<file path="src/kbd_cfg.svh">
`ifndef KBD_CFG_SVH
`define KBD_CFG_SVH

// ~~~~~~~~~~~~~~~~~~~~~~~~~~~~~~
// Keyboard receiver configuration
// ~~~~~~~~~~~~~~~~~~~~~~~~~~~~~~

// Equal clk samples needed before a new ps2_clk level is taken
`define KBD_FILTER_LEN 4

// Entries in the event queue ahead of the output stage
`define KBD_QUEUE_DEPTH 4

// Credits held by the receiver after reset
`define KBD_CREDITS 2

// Press counter width, wraps at the top
`define KBD_COUNT_W 8

`endif

</file>
<file path="src/kbd_pkg.sv">
`default_nettype none

package kbd_pkg;

	// Raw set-2 scancode byte
	typedef logic [7:0] scancode_t;

	// Lower case ASCII, zero when there is no mapping
	typedef logic [7:0] ascii_t;

	// One PS/2 frame as it sits in the shift register, stop bit on top
	typedef struct packed {
		logic      stop;
		logic      parity;
		scancode_t data;
		logic      start;
	} ps2_fields_t;

	// Shifted in as raw bits, checked as fields
	typedef union packed {
		logic [10:0] raw;
		ps2_fields_t fields;
	} ps2_frame_u;

	// Prefix bytes that modify the following code
	typedef enum logic [7:0] {
		PFX_EXT   = 8'hE0,
		PFX_BREAK = 8'hF0
	} code_prefix_e;

endpackage

`default_nettype wire

</file>
<file path="src/kbd_event_if.sv">
`default_nettype none

// Decoded key events, one strobe per non-prefix byte
interface kbd_event_if;
	import kbd_pkg::*;

	logic      valid;
	scancode_t code;
	logic      is_break;
	logic      is_ext;

	modport sender (
		output valid,
		output code,
		output is_break,
		output is_ext
	);

	modport receiver (
		input valid,
		input code,
		input is_break,
		input is_ext
	);

endinterface

`default_nettype wire

</file>
<file path="src/ps2_frame_rx.sv">
`default_nettype none

`include "kbd_cfg.svh"

module ps2_frame_rx (
	input  logic               clk,
	input  logic               resetn,
	input  logic               ps2_clk,
	input  logic               ps2_data,
	output logic               byte_valid,
	output kbd_pkg::scancode_t byte_data,
	output logic               frame_err
);
	import kbd_pkg::*;

	localparam int FILT_W = $clog2(`KBD_FILTER_LEN) + 1;

	logic [1:0]        clk_sync;
	logic [1:0]        data_sync;
	logic              clk_filt;
	logic [FILT_W-1:0] filt_cnt;
	logic              fall;
	logic [3:0]        bit_cnt;
	logic [10:0]       idle_cnt;
	ps2_frame_u        frame;
	ps2_frame_u        frame_next;
	logic              frame_ok;

	// ~~~~~~~~~~~~~~~~~~~~~~~~~~~~~~
	// Synchronise and filter
	// ~~~~~~~~~~~~~~~~~~~~~~~~~~~~~~

	// Both lines idle high
	always_ff @(posedge clk) begin
		if (!resetn) begin
			clk_sync  <= 2'b11;
			data_sync <= 2'b11;
		end else begin
			clk_sync  <= {clk_sync[0], ps2_clk};
			data_sync <= {data_sync[0], ps2_data};
		end
	end

	always_ff @(posedge clk) begin
		if (!resetn) begin
			clk_filt <= 1'b1;
			filt_cnt <= '0;
		end else if (clk_sync[1] == clk_filt) begin
			filt_cnt <= '0;
		end else if (filt_cnt == FILT_W'(`KBD_FILTER_LEN - 1)) begin
			clk_filt <= clk_sync[1];
			filt_cnt <= '0;
		end else begin
			filt_cnt <= filt_cnt + 1'b1;
		end
	end

	// Falling edge taken in the same cycle the filter accepts the low level
	assign fall = clk_filt && !clk_sync[1] && (filt_cnt == FILT_W'(`KBD_FILTER_LEN - 1));

	// ~~~~~~~~~~~~~~~~~~~~~~~~~~~~~~
	// Shift and check
	// ~~~~~~~~~~~~~~~~~~~~~~~~~~~~~~

	// LSB first, so new bits enter at the top
	always_comb begin
		frame_next.raw = {data_sync[1], frame.raw[10:1]};
		frame_ok = (frame_next.fields.start == 1'b0) && frame_next.fields.stop &&
			(^{frame_next.fields.data, frame_next.fields.parity});
	end

	always_ff @(posedge clk) begin
		if (fall) begin
			frame <= frame_next;
		end
		if (fall && bit_cnt == 4'd10) begin
			byte_data <= frame_next.fields.data;
		end
	end

	always_ff @(posedge clk) begin
		if (!resetn) begin
			bit_cnt    <= '0;
			idle_cnt   <= '0;
			byte_valid <= 1'b0;
			frame_err  <= 1'b0;
		end else begin
			byte_valid <= 1'b0;
			frame_err  <= 1'b0;
			if (fall) begin
				idle_cnt <= '0;
				if (bit_cnt == 4'd10) begin
					bit_cnt    <= '0;
					byte_valid <= frame_ok;
					frame_err  <= !frame_ok;
				end else begin
					bit_cnt <= bit_cnt + 4'd1;
				end
			end else if (bit_cnt != 4'd0 && clk_filt) begin
				// Partial frame abandoned after a long idle
				if (idle_cnt == 11'd2047) begin
					bit_cnt  <= '0;
					idle_cnt <= '0;
				end else begin
					idle_cnt <= idle_cnt + 11'd1;
				end
			end
		end
	end

	// One single-cycle result per frame
	a_one_result: assert property (@(posedge clk) disable iff (!resetn)
		(byte_valid || frame_err) |=> !(byte_valid || frame_err));

endmodule

`default_nettype wire

</file>
<file path="src/scancode_decoder.sv">
`default_nettype none

module scancode_decoder (
	input  logic               clk,
	input  logic               resetn,
	input  logic               byte_valid,
	input  kbd_pkg::scancode_t byte_data,
	kbd_event_if.sender        ev
);
	import kbd_pkg::*;

	logic brk_pend;
	logic ext_pend;

	// ~~~~~~~~~~~~~~~~~~~~~~~~~~~~~~
	// Prefix tracking
	// ~~~~~~~~~~~~~~~~~~~~~~~~~~~~~~

	always_ff @(posedge clk) begin
		if (!resetn) begin
			brk_pend <= 1'b0;
			ext_pend <= 1'b0;
			ev.valid <= 1'b0;
		end else begin
			ev.valid <= 1'b0;
			if (byte_valid) begin
				if (byte_data == PFX_EXT) begin
					ext_pend <= 1'b1;
				end else if (byte_data == PFX_BREAK) begin
					brk_pend <= 1'b1;
				end else begin
					// Flags belong to this code only
					ev.valid <= 1'b1;
					brk_pend <= 1'b0;
					ext_pend <= 1'b0;
				end
			end
		end
	end

	// Event payload
	always_ff @(posedge clk) begin
		if (byte_valid && byte_data != PFX_EXT && byte_data != PFX_BREAK) begin
			ev.code     <= byte_data;
			ev.is_break <= brk_pend;
			ev.is_ext   <= ext_pend;
		end
	end

endmodule

`default_nettype wire

</file>
<file path="src/ascii_map.sv">
`default_nettype none

module ascii_map (
	input  logic               clk,
	input  kbd_pkg::scancode_t code,
	output kbd_pkg::ascii_t    ascii
);

	// Set-2 make codes, lower case only
	always_ff @(posedge clk) begin
		case (code)
			8'h1C: ascii <= 8'h61;
			8'h32: ascii <= 8'h62;
			8'h21: ascii <= 8'h63;
			8'h23: ascii <= 8'h64;
			8'h24: ascii <= 8'h65;
			8'h2B: ascii <= 8'h66;
			8'h34: ascii <= 8'h67;
			8'h33: ascii <= 8'h68;
			8'h43: ascii <= 8'h69;
			8'h3B: ascii <= 8'h6A;
			8'h42: ascii <= 8'h6B;
			8'h4B: ascii <= 8'h6C;
			8'h3A: ascii <= 8'h6D;
			8'h31: ascii <= 8'h6E;
			8'h44: ascii <= 8'h6F;
			8'h4D: ascii <= 8'h70;
			8'h15: ascii <= 8'h71;
			8'h2D: ascii <= 8'h72;
			8'h1B: ascii <= 8'h73;
			8'h2C: ascii <= 8'h74;
			8'h3C: ascii <= 8'h75;
			8'h2A: ascii <= 8'h76;
			8'h1D: ascii <= 8'h77;
			8'h22: ascii <= 8'h78;
			8'h35: ascii <= 8'h79;
			8'h1A: ascii <= 8'h7A;
			// Main row digits
			8'h45: ascii <= 8'h30;
			8'h16: ascii <= 8'h31;
			8'h1E: ascii <= 8'h32;
			8'h26: ascii <= 8'h33;
			8'h25: ascii <= 8'h34;
			8'h2E: ascii <= 8'h35;
			8'h36: ascii <= 8'h36;
			8'h3D: ascii <= 8'h37;
			8'h3E: ascii <= 8'h38;
			8'h46: ascii <= 8'h39;
			// Whitespace and editing keys
			8'h29: ascii <= 8'h20;
			8'h5A: ascii <= 8'h0D;
			8'h66: ascii <= 8'h08;
			8'h0D: ascii <= 8'h09;
			default: ascii <= 8'h00;
		endcase
	end

endmodule

`default_nettype wire

</file>
<file path="src/kbd_ctrl.sv">
`default_nettype none

`include "kbd_cfg.svh"

module kbd_ctrl (
	input  logic                    clk,
	input  logic                    resetn,
	input  logic                    frame_err,
	kbd_event_if.receiver           ev,
	output kbd_pkg::scancode_t      map_code,
	input  kbd_pkg::ascii_t         map_ascii,
	input  logic                    ev_credit,
	output logic                    ev_valid,
	output kbd_pkg::scancode_t      ev_scancode,
	output kbd_pkg::ascii_t         ev_ascii,
	output logic                    ev_release,
	output logic                    ev_extended,
	output logic                    frame_error,
	output logic                    overflow,
	output logic [`KBD_COUNT_W-1:0] press_count
);
	import kbd_pkg::*;

	localparam int DEPTH  = `KBD_QUEUE_DEPTH;
	localparam int PTR_W  = (DEPTH > 1) ? $clog2(DEPTH) : 1;
	localparam int CNT_W  = $clog2(DEPTH + 1);
	localparam int CRED_W = $clog2(`KBD_CREDITS + 1) + 1;

	logic              held_valid;
	scancode_t         held_code;
	logic              held_ext;
	logic              held_match;
	logic              accept;

	scancode_t         q_code [DEPTH];
	logic              q_brk  [DEPTH];
	logic              q_ext  [DEPTH];
	logic [PTR_W-1:0]  wr_ptr;
	logic [PTR_W-1:0]  rd_ptr;
	logic [CNT_W-1:0]  q_cnt;
	logic              q_empty;
	logic              q_full;
	logic              push;
	logic              pop;

	logic [CRED_W-1:0] credit_cnt;
	logic [CRED_W-1:0] in_flight;
	logic              s1_valid;
	scancode_t         s1_code;
	logic              s1_brk;
	logic              s1_ext;

	// ~~~~~~~~~~~~~~~~~~~~~~~~~~~~~~
	// Held key and repeat filter
	// ~~~~~~~~~~~~~~~~~~~~~~~~~~~~~~

	assign held_match = held_valid && (ev.code == held_code) && (ev.is_ext == held_ext);
	// Typematic repeats of the held key go no further
	assign accept     = ev.valid && (ev.is_break || !held_match);

	always_ff @(posedge clk) begin
		if (!resetn) begin
			held_valid  <= 1'b0;
			press_count <= '0;
		end else if (ev.valid) begin
			if (!ev.is_break && !held_match) begin
				held_valid  <= 1'b1;
				press_count <= press_count + 1'b1;
			end else if (ev.is_break && held_match) begin
				held_valid <= 1'b0;
			end
		end
	end

	always_ff @(posedge clk) begin
		if (ev.valid && !ev.is_break) begin
			held_code <= ev.code;
			held_ext  <= ev.is_ext;
		end
	end

	// ~~~~~~~~~~~~~~~~~~~~~~~~~~~~~~
	// Event queue
	// ~~~~~~~~~~~~~~~~~~~~~~~~~~~~~~

	assign q_empty   = (q_cnt == '0);
	assign q_full    = (q_cnt == CNT_W'(DEPTH));
	assign push      = accept && !q_full;
	assign in_flight = CRED_W'(s1_valid) + CRED_W'(ev_valid);
	// Keep a credit in hand for everything already past the head
	assign pop       = !q_empty && (credit_cnt > in_flight);
	assign map_code  = q_code[rd_ptr];

	always_ff @(posedge clk) begin
		if (push) begin
			q_code[wr_ptr] <= ev.code;
			q_brk[wr_ptr]  <= ev.is_break;
			q_ext[wr_ptr]  <= ev.is_ext;
		end
	end

	always_ff @(posedge clk) begin
		if (!resetn) begin
			wr_ptr   <= '0;
			rd_ptr   <= '0;
			q_cnt    <= '0;
			overflow <= 1'b0;
		end else begin
			if (push) begin
				wr_ptr <= (wr_ptr == PTR_W'(DEPTH - 1)) ? '0 : wr_ptr + 1'b1;
			end
			if (pop) begin
				rd_ptr <= (rd_ptr == PTR_W'(DEPTH - 1)) ? '0 : rd_ptr + 1'b1;
			end
			case ({push, pop})
				2'b10: q_cnt <= q_cnt + 1'b1;
				2'b01: q_cnt <= q_cnt - 1'b1;
				default: q_cnt <= q_cnt;
			endcase
			if (accept && q_full) begin
				overflow <= 1'b1;
			end
		end
	end

	// ~~~~~~~~~~~~~~~~~~~~~~~~~~~~~~
	// Credits and output path
	// ~~~~~~~~~~~~~~~~~~~~~~~~~~~~~~

	always_ff @(posedge clk) begin
		if (!resetn) begin
			credit_cnt  <= CRED_W'(`KBD_CREDITS);
			s1_valid    <= 1'b0;
			ev_valid    <= 1'b0;
			frame_error <= 1'b0;
		end else begin
			case ({ev_credit, ev_valid})
				2'b10: credit_cnt <= credit_cnt + 1'b1;
				2'b01: credit_cnt <= credit_cnt - 1'b1;
				default: credit_cnt <= credit_cnt;
			endcase
			s1_valid    <= pop;
			ev_valid    <= s1_valid;
			frame_error <= frame_err;
		end
	end

	// Lookup runs in parallel with stage 1
	always_ff @(posedge clk) begin
		s1_code     <= map_code;
		s1_brk      <= q_brk[rd_ptr];
		s1_ext      <= q_ext[rd_ptr];
		ev_scancode <= s1_code;
		ev_release  <= s1_brk;
		ev_extended <= s1_ext;
		ev_ascii    <= s1_ext ? '0 : map_ascii;
	end

	a_credit_max: assert property (@(posedge clk) disable iff (!resetn)
		credit_cnt <= CRED_W'(`KBD_CREDITS));

	a_credit_spend: assert property (@(posedge clk) disable iff (!resetn)
		ev_valid |-> credit_cnt != '0);

	// Pointers must show a stored entry whenever the head is taken
	a_pop_nonempty: assert property (@(posedge clk) disable iff (!resetn)
		pop |-> (wr_ptr != rd_ptr) || q_full);

endmodule

`default_nettype wire

</file>
<file path="src/ps2_kbd_top.sv">
`default_nettype none

`include "kbd_cfg.svh"

module ps2_kbd_top (
	input  logic                    clk,
	input  logic                    resetn,
	input  logic                    ps2_clk,
	input  logic                    ps2_data,
	input  logic                    ev_credit,
	output logic                    ev_valid,
	output kbd_pkg::scancode_t      ev_scancode,
	output kbd_pkg::ascii_t         ev_ascii,
	output logic                    ev_release,
	output logic                    ev_extended,
	output logic [`KBD_COUNT_W-1:0] press_count,
	output logic                    frame_error,
	output logic                    overflow
);
	import kbd_pkg::*;

	logic      byte_valid;
	scancode_t byte_data;
	logic      frame_err;
	scancode_t map_code;
	ascii_t    map_ascii;

	kbd_event_if ev_link ();

	ps2_frame_rx u_frame_rx (
		.clk        (clk),
		.resetn     (resetn),
		.ps2_clk    (ps2_clk),
		.ps2_data   (ps2_data),
		.byte_valid (byte_valid),
		.byte_data  (byte_data),
		.frame_err  (frame_err)
	);

	scancode_decoder u_decoder (
		.clk        (clk),
		.resetn     (resetn),
		.byte_valid (byte_valid),
		.byte_data  (byte_data),
		.ev         (ev_link.sender)
	);

	ascii_map u_ascii_map (
		.clk   (clk),
		.code  (map_code),
		.ascii (map_ascii)
	);

	kbd_ctrl u_ctrl (
		.clk         (clk),
		.resetn      (resetn),
		.frame_err   (frame_err),
		.ev          (ev_link.receiver),
		.map_code    (map_code),
		.map_ascii   (map_ascii),
		.ev_credit   (ev_credit),
		.ev_valid    (ev_valid),
		.ev_scancode (ev_scancode),
		.ev_ascii    (ev_ascii),
		.ev_release  (ev_release),
		.ev_extended (ev_extended),
		.frame_error (frame_error),
		.overflow    (overflow),
		.press_count (press_count)
	);

endmodule

`default_nettype wire

</file>
<file path="config.mk">
export PLATFORM = sky130hd
export DESIGN_NAME = ps2_kbd_top
export DESIGN_NICKNAME = d
export VERILOG_FILES = /design/src/kbd_pkg.sv /design/src/kbd_event_if.sv /design/src/ps2_frame_rx.sv /design/src/scancode_decoder.sv /design/src/ascii_map.sv /design/src/kbd_ctrl.sv /design/src/ps2_kbd_top.sv
export VERILOG_INCLUDE_DIRS = /design/src /design/src/src
export SDC_FILE = /design/constraint.sdc
export NUM_CORES = 1
export LEC_CHECK = 0
export ABC_CLOCK_PERIOD_IN_PS = 2610
export BUFFER_PORTS_ARGS = -buffer_cell sky130_fd_sc_hd__buf_2
export CAP_MARGIN = 10
export CORE_AREA = 2 2 114 116
export DETAILED_ROUTE_END_ITERATION = 6
export DIE_AREA = 0 0 116 118
export PLACE_DENSITY = 0.74
export REMOVE_ABC_BUFFERS = 1
export SLEW_MARGIN = 10
export SYNTH_ARGS = -nofsm -noshare
export SYNTH_HDL_FRONTEND = slang
export SYNTH_SLANG_ARGS = --single-unit
</file>
<file path="constraint.sdc">
create_clock -name clk -period 2.61 [get_ports clk]
set_clock_uncertainty 0.15 [all_clocks]
set_input_delay 0.522 -clock clk [delete_from_list [all_inputs] [get_ports clk]]
set_output_delay 0.522 -clock clk [all_outputs]
set_load 0.01 [all_outputs]
</file>
Word-level counts from Yosys, hierarchy flattened
Memories as Yosys holds them, arrays and structs flattened. A register that Yosys moved wholly into a read port is not among the register bits.
Cells that the tools add are included.
{"block": "totals", "register_bits": 123, "romBits": 896, "in_bits": 5, "mem_bits_rw": 40, "mem_count": 4}
{"memory": "(name not given)", "words": 128, "word_bits": 7, "read_ports": 1, "rd_ports_with_merged_regs": 1, "write_ports": 0, "line_no": "ascii_map.sv:11", "text": "case (code)"}
{"memory": "u_ctrl.q_code", "words": 4, "word_bits": 8, "read_ports": 1, "rd_ports_with_merged_regs": 1, "write_ports": 1, "line_no": "kbd_ctrl.sv:35", "text": "scancode_t q_code [DEPTH];"}
{"memory": "u_ctrl.q_brk", "words": 4, "word_bits": 1, "read_ports": 1, "rd_ports_with_merged_regs": 1, "write_ports": 1, "line_no": "kbd_ctrl.sv:36", "text": "logic q_brk [DEPTH];"}
{"memory": "u_ctrl.q_ext", "words": 4, "word_bits": 1, "read_ports": 1, "rd_ports_with_merged_regs": 1, "write_ports": 1, "line_no": "kbd_ctrl.sv:37", "text": "logic q_ext [DEPTH];"}
{"block": "classes", "n_addsub": 11, "bitwise": 5, "n_reduce_logical": 42, "order_cmp": 1, "eq_ne": 18, "mux": 19}
{"cell": "1-bit logical AND", "count": 17}
{"cell": "8-bit equality test, second input constant", "count": 2}
{"cell": "4-bit two-way mux", "count": 4}
{"cell": "8-bit inequality test, second input constant", "count": 2}
{"cell": "3-bit case mux with 2 select lines", "count": 2}
{"cell": "2-bit AND reduction", "count": 6}
{"cell": "11-bit by 1-bit adder with 11-bit output, second input constant", "count": 1}
{"cell": "11-bit equality test, second input constant", "count": 1}
{"cell": "11-bit two-way mux", "count": 1}
{"cell": "2-bit nonzero test", "count": 5}
{"cell": "3-bit by 1-bit adder with 3-bit output, second input constant", "count": 3}
{"cell": "9-bit parity", "count": 1}
{"cell": "8-bit by 1-bit adder with 8-bit output, second input constant", "count": 1}
{"cell": "2-bit equality test, second input constant", "count": 4}
{"cell": "8-bit equality test", "count": 1}
{"cell": "1-bit two-way mux", "count": 8}
{"cell": "2-bit two-way mux", "count": 4}
{"cell": "1-bit zero test", "count": 6}
{"cell": "3-bit OR reduction", "count": 2}
{"cell": "3-bit by 1-bit subtractor with 3-bit output, second input constant", "count": 2}
{"cell": "1-bit NOT", "count": 5}
{"cell": "2-bit by 1-bit adder with 2-bit output, second input constant", "count": 2}
{"cell": "4-bit by 1-bit adder with 4-bit output, second input constant", "count": 1}
{"cell": "2-bit by 1-bit equality test with 1-bit output, second input constant", "count": 2}
{"cell": "other kinds (12)", "count": 13}

Logic depth before layout (Yosys ltp)
Gate-level depths: netlist (run 1).
{"block": "depth", "word_depth": 9, "depth_mapped": 14, "ltp_nobuf": 14}

Hierarchy
Synthesis (run 1) repeated with hierarchy kept, for this count alone.
{"block": "unflattened", "hier_cells": 564, "hier_area_um2": 6986.7}
{"module": "kbd_ctrl", "area_per_inst_um2": 3688.5, "cells_each": 249, "instances": 1}
{"module": "ps2_frame_rx", "area_per_inst_um2": 1750.4, "cells_each": 145, "instances": 1}
{"module": "ascii_map", "area_per_inst_um2": 1116.1, "cells_each": 148, "instances": 1}
{"module": "scancode_decoder", "area_per_inst_um2": 431.7, "cells_each": 22, "instances": 1}

Worst setup path before layout (run 1)
Ideal clock, no wire load.
{"block": "synth_timing", "kind": "reg-to-reg", "startpoint": "reg u_decoder.ev.code[5]", "endpoint": "reg u_ctrl.q_cnt[2]", "setup_ns": 0.071, "arrival_time_ns": 2.628, "stages_incl_launch_ff": 15, "setup_slack_ns": -0.238, "t_required_ns": 2.389, "cell_sequence": "edfxtp_1 xor2_1 nor4_1 nand4_1 inv_1 ha_1 nor2b_1 a21boi_1 inv_1 ha_1 inv_1 fa_1 xor2_1 or3_1 a21oi_1"}
{"block": "synth_between", "elab_chain_len": 9, "word_cells_on_any_way": 11}
{"element": "start: declaration", "line_no": "kbd_event_if.sv:14", "text": "output code,"}
{"element": "start signal: assignment", "line_no": "scancode_decoder.sv:44", "text": "ev.code <= byte_data;"}
{"element": "8-bit equality test *", "line_no": "kbd_ctrl.sv:57", "text": "assign held_match = held_valid && (ev.code == held_code) && (ev.is_ext == held_ext);"}
{"element": "1-bit logical AND * (2 in a row)", "line_no": "kbd_ctrl.sv:57"}
{"element": "1-bit zero test *", "line_no": "kbd_ctrl.sv:59", "text": "assign accept = ev.valid && (ev.is_break || !held_match);"}
{"element": "1-bit logical OR *", "line_no": "kbd_ctrl.sv:59"}
{"element": "1-bit logical AND *", "line_no": "kbd_ctrl.sv:59"}
{"element": "1-bit logical AND *", "line_no": "kbd_ctrl.sv:88", "text": "assign push = accept && !q_full;"}
{"element": "2-bit by 1-bit equality test with 1-bit output or 2-bit equality test (tied branches)", "line_no": "kbd_ctrl.sv:115", "text": "case ({push, pop})"}
{"element": "3-bit case mux with 2 select lines or 2-bit nonzero test (tied branches)"}
{"element": "end signal: assignment", "line_no": "kbd_ctrl.sv:116", "text": "2'b10: q_cnt <= q_cnt + 1'b1;"}
{"element": "end signal: assignment", "line_no": "kbd_ctrl.sv:117", "text": "2'b01: q_cnt <= q_cnt - 1'b1;"}
{"element": "end signal: assignment", "line_no": "kbd_ctrl.sv:118", "text": "default: q_cnt <= q_cnt;"}
{"element": "end: declaration", "line_no": "kbd_ctrl.sv:40", "text": "logic [CNT_W-1:0] q_cnt;"}
Mark *: on every way between the ends. The rest lies on a longest branch, timed or not.
A chain may end at the register's enable or synchronous reset.

Worst setup path after layout (run 1)
{"block": "layout_timing", "startpoint": "reg u_ctrl.held_code[2]", "endpoint": "reg u_ctrl.q_cnt[2]"}
{"block": "layout_between", "elab_chain_len": 9, "word_cells_on_any_way": 11}
{"element": "start: declaration", "line_no": "kbd_ctrl.sv:30", "text": "scancode_t held_code;"}
{"element": "start signal: assignment", "line_no": "kbd_ctrl.sv:77", "text": "held_code <= ev.code;"}
{"element": "8-bit equality test *", "line_no": "kbd_ctrl.sv:57"}
{"element": "1-bit logical AND * (2 in a row)", "line_no": "kbd_ctrl.sv:57"}
{"element": "1-bit zero test *", "line_no": "kbd_ctrl.sv:59"}
{"element": "1-bit logical OR *", "line_no": "kbd_ctrl.sv:59"}
{"element": "1-bit logical AND *", "line_no": "kbd_ctrl.sv:59"}
{"element": "1-bit logical AND *", "line_no": "kbd_ctrl.sv:88"}
{"element": "2-bit by 1-bit equality test with 1-bit output or 2-bit equality test (tied branches)", "line_no": "kbd_ctrl.sv:115"}
{"element": "3-bit case mux with 2 select lines or 2-bit nonzero test (tied branches)"}
Marked as above.

==> run metrics, run 1 <==
status=finished with violations; failing checks=negative setup slack; vias in the first global route=4340; flop-to-flop setup slack=-0.48 ns; dpl cell area=7390 µm²; kind of critical path=reg2reg; Final Cycle Share=119%; Unique masters post-synth=66; largest net degree at the start of global routing=29; CTS Buf Count=17; Die Wd=116 µm; IO Count=34; CTS Sinks=164; Max IR drop VDD=0.406 mV; WL/cell=15.4 µm; Total Routing Usage GR=19.5%; PnR worst setup slack=-0.483 ns; Post-synth EDFFs=77; MaxCap Viol Count=0; row count=41; Mapped Cells=548; I/O Buffers=32; part of the power in the clock network=36.9%; Hold Crit Class=in2reg; antenna fix cells=0; total chip power=6770 µW; Comb power frac=19.8%; final setup vio count=3; final hold violation count=0; Mapped Area=6680 µm²; final instance area=8100 µm²; H-tree Lvls=4; FF-to-FF path depth=14; Seq cells post-synth=164; reg2reg end=u_ctrl.q_cnt[2]; mux cell area share after synthesis=4.57%; first-pass GRT wire length=20.6 mm; Adder-Cell Fraction of Synth Area=5.85%; initial antenna violation count=0; register area share after synthesis=60.7%; CTS root buf=clkbuf_16; Seq pwr share=43.3%; Post-DP HPWL=8.47 mm; Cell Int Power=5050 µW; DR vias=4392; Max clock buf depth=2; crit path DAT=3.28 ns; syn avg cell area=12.2 µm²; Synth Area in Simple Gates=13.4%; grt ovf=0; Primary FF master, synth=dfxtp_1; Final Net Count=670; final slew viol count=0; Synth Area in Compound Gates=7.42%; Worst EP required=2.80 ns; number of vias per cell=5.36; RSZ-0062 raised after global routing=true; CTS clk-pin slew, worst paths=0.06 ns; pwr/cell area=835 nW/µm²; CP endpoint=u_ctrl.q_cnt[2]; FILL cells=915; Worst setup SP type=flop; LEAKAGE=0.00310 µW; DR iter-0 viols=257; xor and xnor area share after synthesis=4.85%; Slew @ Worst Pin=0.879 ns; Max-Slew Margin vs Limit=41.3%; Core ar.=12400 µm²; DR DRC count=0; clock latency on the worst-skew pair=0.42 ns; final WL=12.6 mm; share of cells above drive strength 1=22.8%; switching power total=1720 µW; First-pass DRT Iterations=5; asr flop ratio synth=0%; Crit. Startpoint=u_ctrl.held_code[2]; Routed Antenna Nets=0; main combinational cell family by area after synthesis=simple AND/OR/NAND/NOR gates; FF-to-FF Start=u_ctrl.held_code[2]; Final GP Congestion=0.871; Initial Util=53.8%; full die area=13700 µm²; Worst Path Max Fanout=2; crit end category=flop; area grow syn2layout=21.4%; Die Ht=118 µm; fmax=323 MHz; sw frac=25.4%; fin crit period=3.09 ns; Yosys warning total=0; CTS tree=done
-- flip-flops by register name, indices dropped and copies added, names as in the netlist, 2 cells and up, named ones only --
signal	cells
u_ascii_map.ascii	7
u_frame_rx.bit_cnt	4
u_ctrl.wr_ptr	2
u_ctrl.q_ext	4
u_frame_rx.frame	10
u_ctrl.rd_ptr	2
u_ctrl.q_brk	4
u_frame_rx.byte_data	8
u_ctrl.q_code	32
u_ctrl.held_code	8
u_ctrl.press_count	8
u_frame_rx.data_sync	2
u_ctrl.s1_code	8
u_frame_rx.clk_sync	2
u_decoder.ev.code	8
u_ctrl.ev_scancode	8
u_frame_rx.idle_cnt	11
u_ctrl.q_cnt	3
u_frame_rx.filt_cnt	3
u_ctrl.credit_cnt	3
u_ctrl.ev_ascii	7
-- layout make-up --
| class | instances | area [µm²] | area share, % |
|---|---|---|---|
| sequential | 164 | 4060 | 50.0 |
| multi-input combinational | 335 | 2480 | 30.6 |
| timing repair buffer | 86 | 636 | 7.84 |
| clock buffer | 24 | 505 | 6.24 |
| tap | 172 | 215 | 2.66 |
| inverter | 31 | 116 | 1.44 |
| clock inverter | 8 | 97.6 | 1.20 |
-- routing by layer --
| metal | vias up | track usage [%] | share of wire [%] |
|---|---|---|---|
| li1 | 2125 | - | - |
| met1 | 2143 | 23.3 | 41 |
| met2 | 102 | 32.1 | 52 |
| met3 | 22 | 6.02 | 4.3 |
| met4 | 0 | 8.85 | 2.3 |
| met5 | - | 0 | 0 |
-- synth_stat cells, types with 3 or more instances --
library cell  count  area [µm²]
a21oi_1          22         110
a22oi_1           5        37.5
a31oi_1           6        37.5
and2_1            9        56.3
and3_1            5        31.3
buf_2             3        15.0
clkbuf_1          9        33.8
dfxtp_1          87        1740
edfxtp_1         77        2310
ha_1             28         350
inv_1            29         109
mux2i_1           5        50.1
mux4_2            8         180
nand2_1          31         116
nand2b_1         12        75.1
nand3_1          18        90.1
nand4_1           9        56.3
nor2_1           53         199
nor2b_1          15        93.8
nor3b_1           3        22.5
o211ai_1          3        22.5
o21ai_0          10        50.1
o21ai_1           5        25.0
o22ai_1           3        18.8
o32a_1            3        30.0
o32ai_1           3        26.3
or3_1             4        25.0
xnor2_1          12         105
xor2_1           25         219
-- power groups by stage --
stage / sequential [µW] / clock [µW] / combinational (µW)
5_1_grt: 2950 / 2660 / 1490
6_report: 2930 / 2500 / 1340
3_3_place_gp: 2980 / 0 / 1190
2_1_floorplan: 3000 / 0 / 759
3_5_place_dp: 2990 / 0 / 1230
4_1_cts: 2930 / 2530 / 1250
-- how the worst min path moves through the flow --
stage	startpoint	end	slack, ns	cells after the start
2_1_floorplan	u_ctrl.s1_brk	u_ctrl.ev_release	0.16	0
3_3_place_gp	u_ctrl.s1_code[3]	u_ctrl.ev_scancode[3]	0.16	0
3_5_place_dp	u_ctrl.s1_code[2]	u_ctrl.ev_scancode[2]	0.16	0
4_1_cts	ps2_data	u_frame_rx.data_sync[0]	0.11	2
5_1_grt	ps2_data	u_frame_rx.data_sync[0]	0.11	2
6_report	ps2_data	u_frame_rx.data_sync[0]	0.13	2
-- per-stage QoR --
| step | setup TNS [ns] | worst slack [ns] | std cells | utilization [%] | hold WS, ns |
|---|---|---|---|---|---|
| floorplan | -0.260 | -0.242 | 530 | - | 0.160 |
| global placement | -0.396 | -0.309 | 782 | 59.5 | 0.161 |
| detailed placement | -0.594 | -0.425 | 782 | 59.5 | 0.162 |
| CTS | -0.491 | -0.326 | 817 | 64.7 | 0.110 |
| global route | -3.47 | -0.590 | 820 | 65.3 | 0.112 |
| finish | -0.765 | -0.483 | 820 | 65.3 | 0.129 |
-- timing repair --
action,4_1_cts,5_1_grt
resized for setup,3,19
setup buffers,3,4
pin swaps,4,2
hold buffers,0,0
setup endpoints to repair,2,12
cloned,0,0
-- cells by family after synthesis --
group / Yosys count
xor+xnor: 37
buf+inv: 49
compound gates: 75
simple gates: 175
mux: 17
flops: 164
fa+ha+maj: 30
other cells: 1
-- worst max-delay path: stages (launching register included) --
cell	delay, ns
edfxtp_1	0.44
xor2_2	0.22
nor4_4	0.33
nand4_1	0.18
inv_1	0.10
ha_2	0.17
nor2b_2	0.04
a21boi_2	0.16
inv_2	0.08
ha_4	0.14
inv_2	0.04
fa_2	0.33
xor2_1	0.16
or3_1	0.32
a21oi_1	0.15
-- cell usage in the layout, fill, tap and decap left out, types with 6 or more instances in the layout --
cell / instances
xnor2_1: 12
inv_1: 27
ha_1: 25
nor2b_1: 14
edfxtp_1: 77
dfxtp_1: 86
nor2_1: 51
nand2_1: 31
a21oi_1: 21
buf_4: 47
a31oi_1: 6
nand4_1: 9
xor2_1: 24
nand2b_1: 12
nand3_1: 18
buf_2: 32
mux4_2: 8
clkbuf_16: 19
o21ai_0: 10
(Power assumes the default switching activity.)
==> inputs of run 2 (changes only) <==
--- a/config.mk
+++ b/config.mk
@@ -6,7 +6,7 @@
 export SDC_FILE = /design/constraint.sdc
 export NUM_CORES = 1
 export LEC_CHECK = 0
-export ABC_CLOCK_PERIOD_IN_PS = 2610
+export ABC_CLOCK_PERIOD_IN_PS = 2550
 export BUFFER_PORTS_ARGS = -buffer_cell sky130_fd_sc_hd__buf_2
 export CAP_MARGIN = 10
 export CORE_AREA = 2 2 114 116
==> constraint.sdc (replaced) <==
create_clock -name clk -period 2.55 [get_ports clk]
set_clock_uncertainty 0.15 [all_clocks]
set_input_delay 0.51 -clock clk [delete_from_list [all_inputs] [get_ports clk]]
set_output_delay 0.51 -clock clk [all_outputs]
set_load 0.01 [all_outputs]
==> run 2 against run 1 <==
  * The flow still finishes with violations (negative setup slack)
  * Via count decreased by 1.0%
  * Combinational power about the same
  * Clock power about the same
  * Utilization decreased by 0.39 points
  * Largest cell class unchanged
==> run metrics, run 2 (same netlist as run 1, synthesis figures left out) <==
Routed Antenna Nets=0; DR iter-0 viols=317; top flop regs=u_ctrl.q_code x32, u_frame_rx.idle_cnt x11, u_frame_rx.frame x10; total chip power=6860 µW; I/O Buffers=32; antenna fix cells=0; final setup vio count=2; WL/cell=15.3 µm; CTS Buf Count=17; H-tree Lvls=4; Total Routing Usage GR=19.0%; DR DRC count=0; Worst Path Max Fanout=2; flop-to-flop setup slack=-0.47 ns; status=finished with violations; MaxCap Viol Count=0; PnR worst setup slack=-0.467 ns; row count=41; Max IR drop VDD=0.528 mV; Final GP Congestion=0.914; Max-Slew Margin vs Limit=48.9%; IO Count=34; Worst EP required=2.75 ns; initial antenna violation count=0; CTS clk-pin slew, worst paths=0.06 ns; Post-DP HPWL=8.43 mm; largest net degree at the start of global routing=27; max reg flops=32; largest register by flop count=u_ctrl.q_code; Slew @ Worst Pin=0.765 ns; Final Net Count=663; share of cells above drive strength 1=22.2%; Initial Util=53.8%; hold_ws=0.116 ns; Util after Layout=64.9%; First-pass DRT Iterations=5; fin crit period=3.02 ns; Worst setup SP type=flop; RSZ-0062 raised after global routing=true; full die area=13700 µm²; kind of critical path=reg2reg; setup total negative slack=-0.779 ns; Core ar.=12400 µm²; final hold violation count=0; Max clock buf depth=2; Die Ht=118 µm; number of vias per cell=5.35; first-pass GRT wire length=20.1 mm; vias in the first global route=4260; clock latency on the worst-skew pair=0.42 ns; crit path DAT=3.21 ns; CTS root buf=clkbuf_16; fmax=331 MHz; pwr/cell area=852 nW/µm²; Die Wd=116 µm; grt ovf=0; final slew viol count=0; most frequent cells in the layout=86 x dfxtp_1, 77 x edfxtp_1, 52 x nor2_1, 41 x buf_4, 32 x buf_2; CTS tree=done; commonest non-fill, non-tap cell in the layout=dfxtp_1; failing checks=negative setup slack; crit end category=flop; area grow syn2layout=20.6%; dpl cell area=7320 µm²; final instance area=8060 µm²; CTS Sinks=164; Final Cycle Share=118%; LEAKAGE=0.00306 µW; Hold Crit Class=in2reg; DR vias=4347; final WL=12.5 mm
run 2: changes by cell type in the layout (fill, tap and decap cells not counted), sizes merged:
cell    delta
buf        -8
inv        +8
clkbuf     -3
clkinv     -3
bufinv     -2
mux4       +1
run 2: layout make-up:
type,count,area (µm²)
clock buffer,21,514
clock inverter,11,81.3
fill,951,4360
inverter,31,116
multi-input combinational,336,2500
sequential,164,4060
tap,172,215
timing repair buffer,78,568
run 2: what timing repair did:
action / CTS / global route
gates cloned: 0 / 1
setup buffers: 1 / 5
gates resized for setup: 2 / 17
pin swaps: 4 / 5
endpoints found under the setup margin: 2 / 8
hold buffers: 0 / 0
run 2: metrics by stage:
stage                     worst slack (ns)  std cells
after floorplan                     -0.302        530
after global placement              -0.384        774
after detailed placement            -0.451        774
after CTS                           -0.384        807
after global routing                -0.494        813
final                               -0.467        813
run 2: final timing paths:
path | to | cells past startpoint | start
worst max-delay path | u_ctrl.q_cnt[2] | 14 | u_decoder.ev.code[5]
worst min-delay path | u_frame_rx.data_sync[0] | 2 | ps2_data
worst min register to register | u_ctrl.ev_scancode[0] | 0 | u_ctrl.s1_code[0]
worst max register to register | u_ctrl.q_cnt[2] | 14 | u_decoder.ev.code[5]
run 2: power breakdown:
| part | switching, µW | total [µW] | internal [µW] |
|---|---|---|---|
| Combinational | 713 | 1350 | 640 |
| Clock | 1040 | 2500 | 1460 |
| Sequential | 92.1 | 3010 | 2920 |
| Total | 1850 | 6860 | 5020 |
run 2: worst max-delay path: stages (launching register included):
cell      delay [ns]
edfxtp_1        0.42
xor2_1          0.16
nor4_1          0.40
nand4_1         0.19
inv_1           0.09
ha_2            0.17
nor2b_2         0.04
a21boi_4        0.14
inv_2           0.08
ha_4            0.13
inv_2           0.04
fa_2            0.33
xor2_1          0.15
or3_1           0.32
a21oi_2         0.12
run 2: metal layers:
metal | part of all wire, % | GRT usage, % | routed length [µm] | vias up
met2 | 52 | 32.3 | 6430 | 106
met4 | 1.7 | 7.37 | 209 | 0
met1 | 42 | 22.6 | 5290 | 2113
li1 | - | - | - | 2110
met5 | 0 | 0 | 0 | -
met3 | 4.4 | 5.51 | 554 | 18
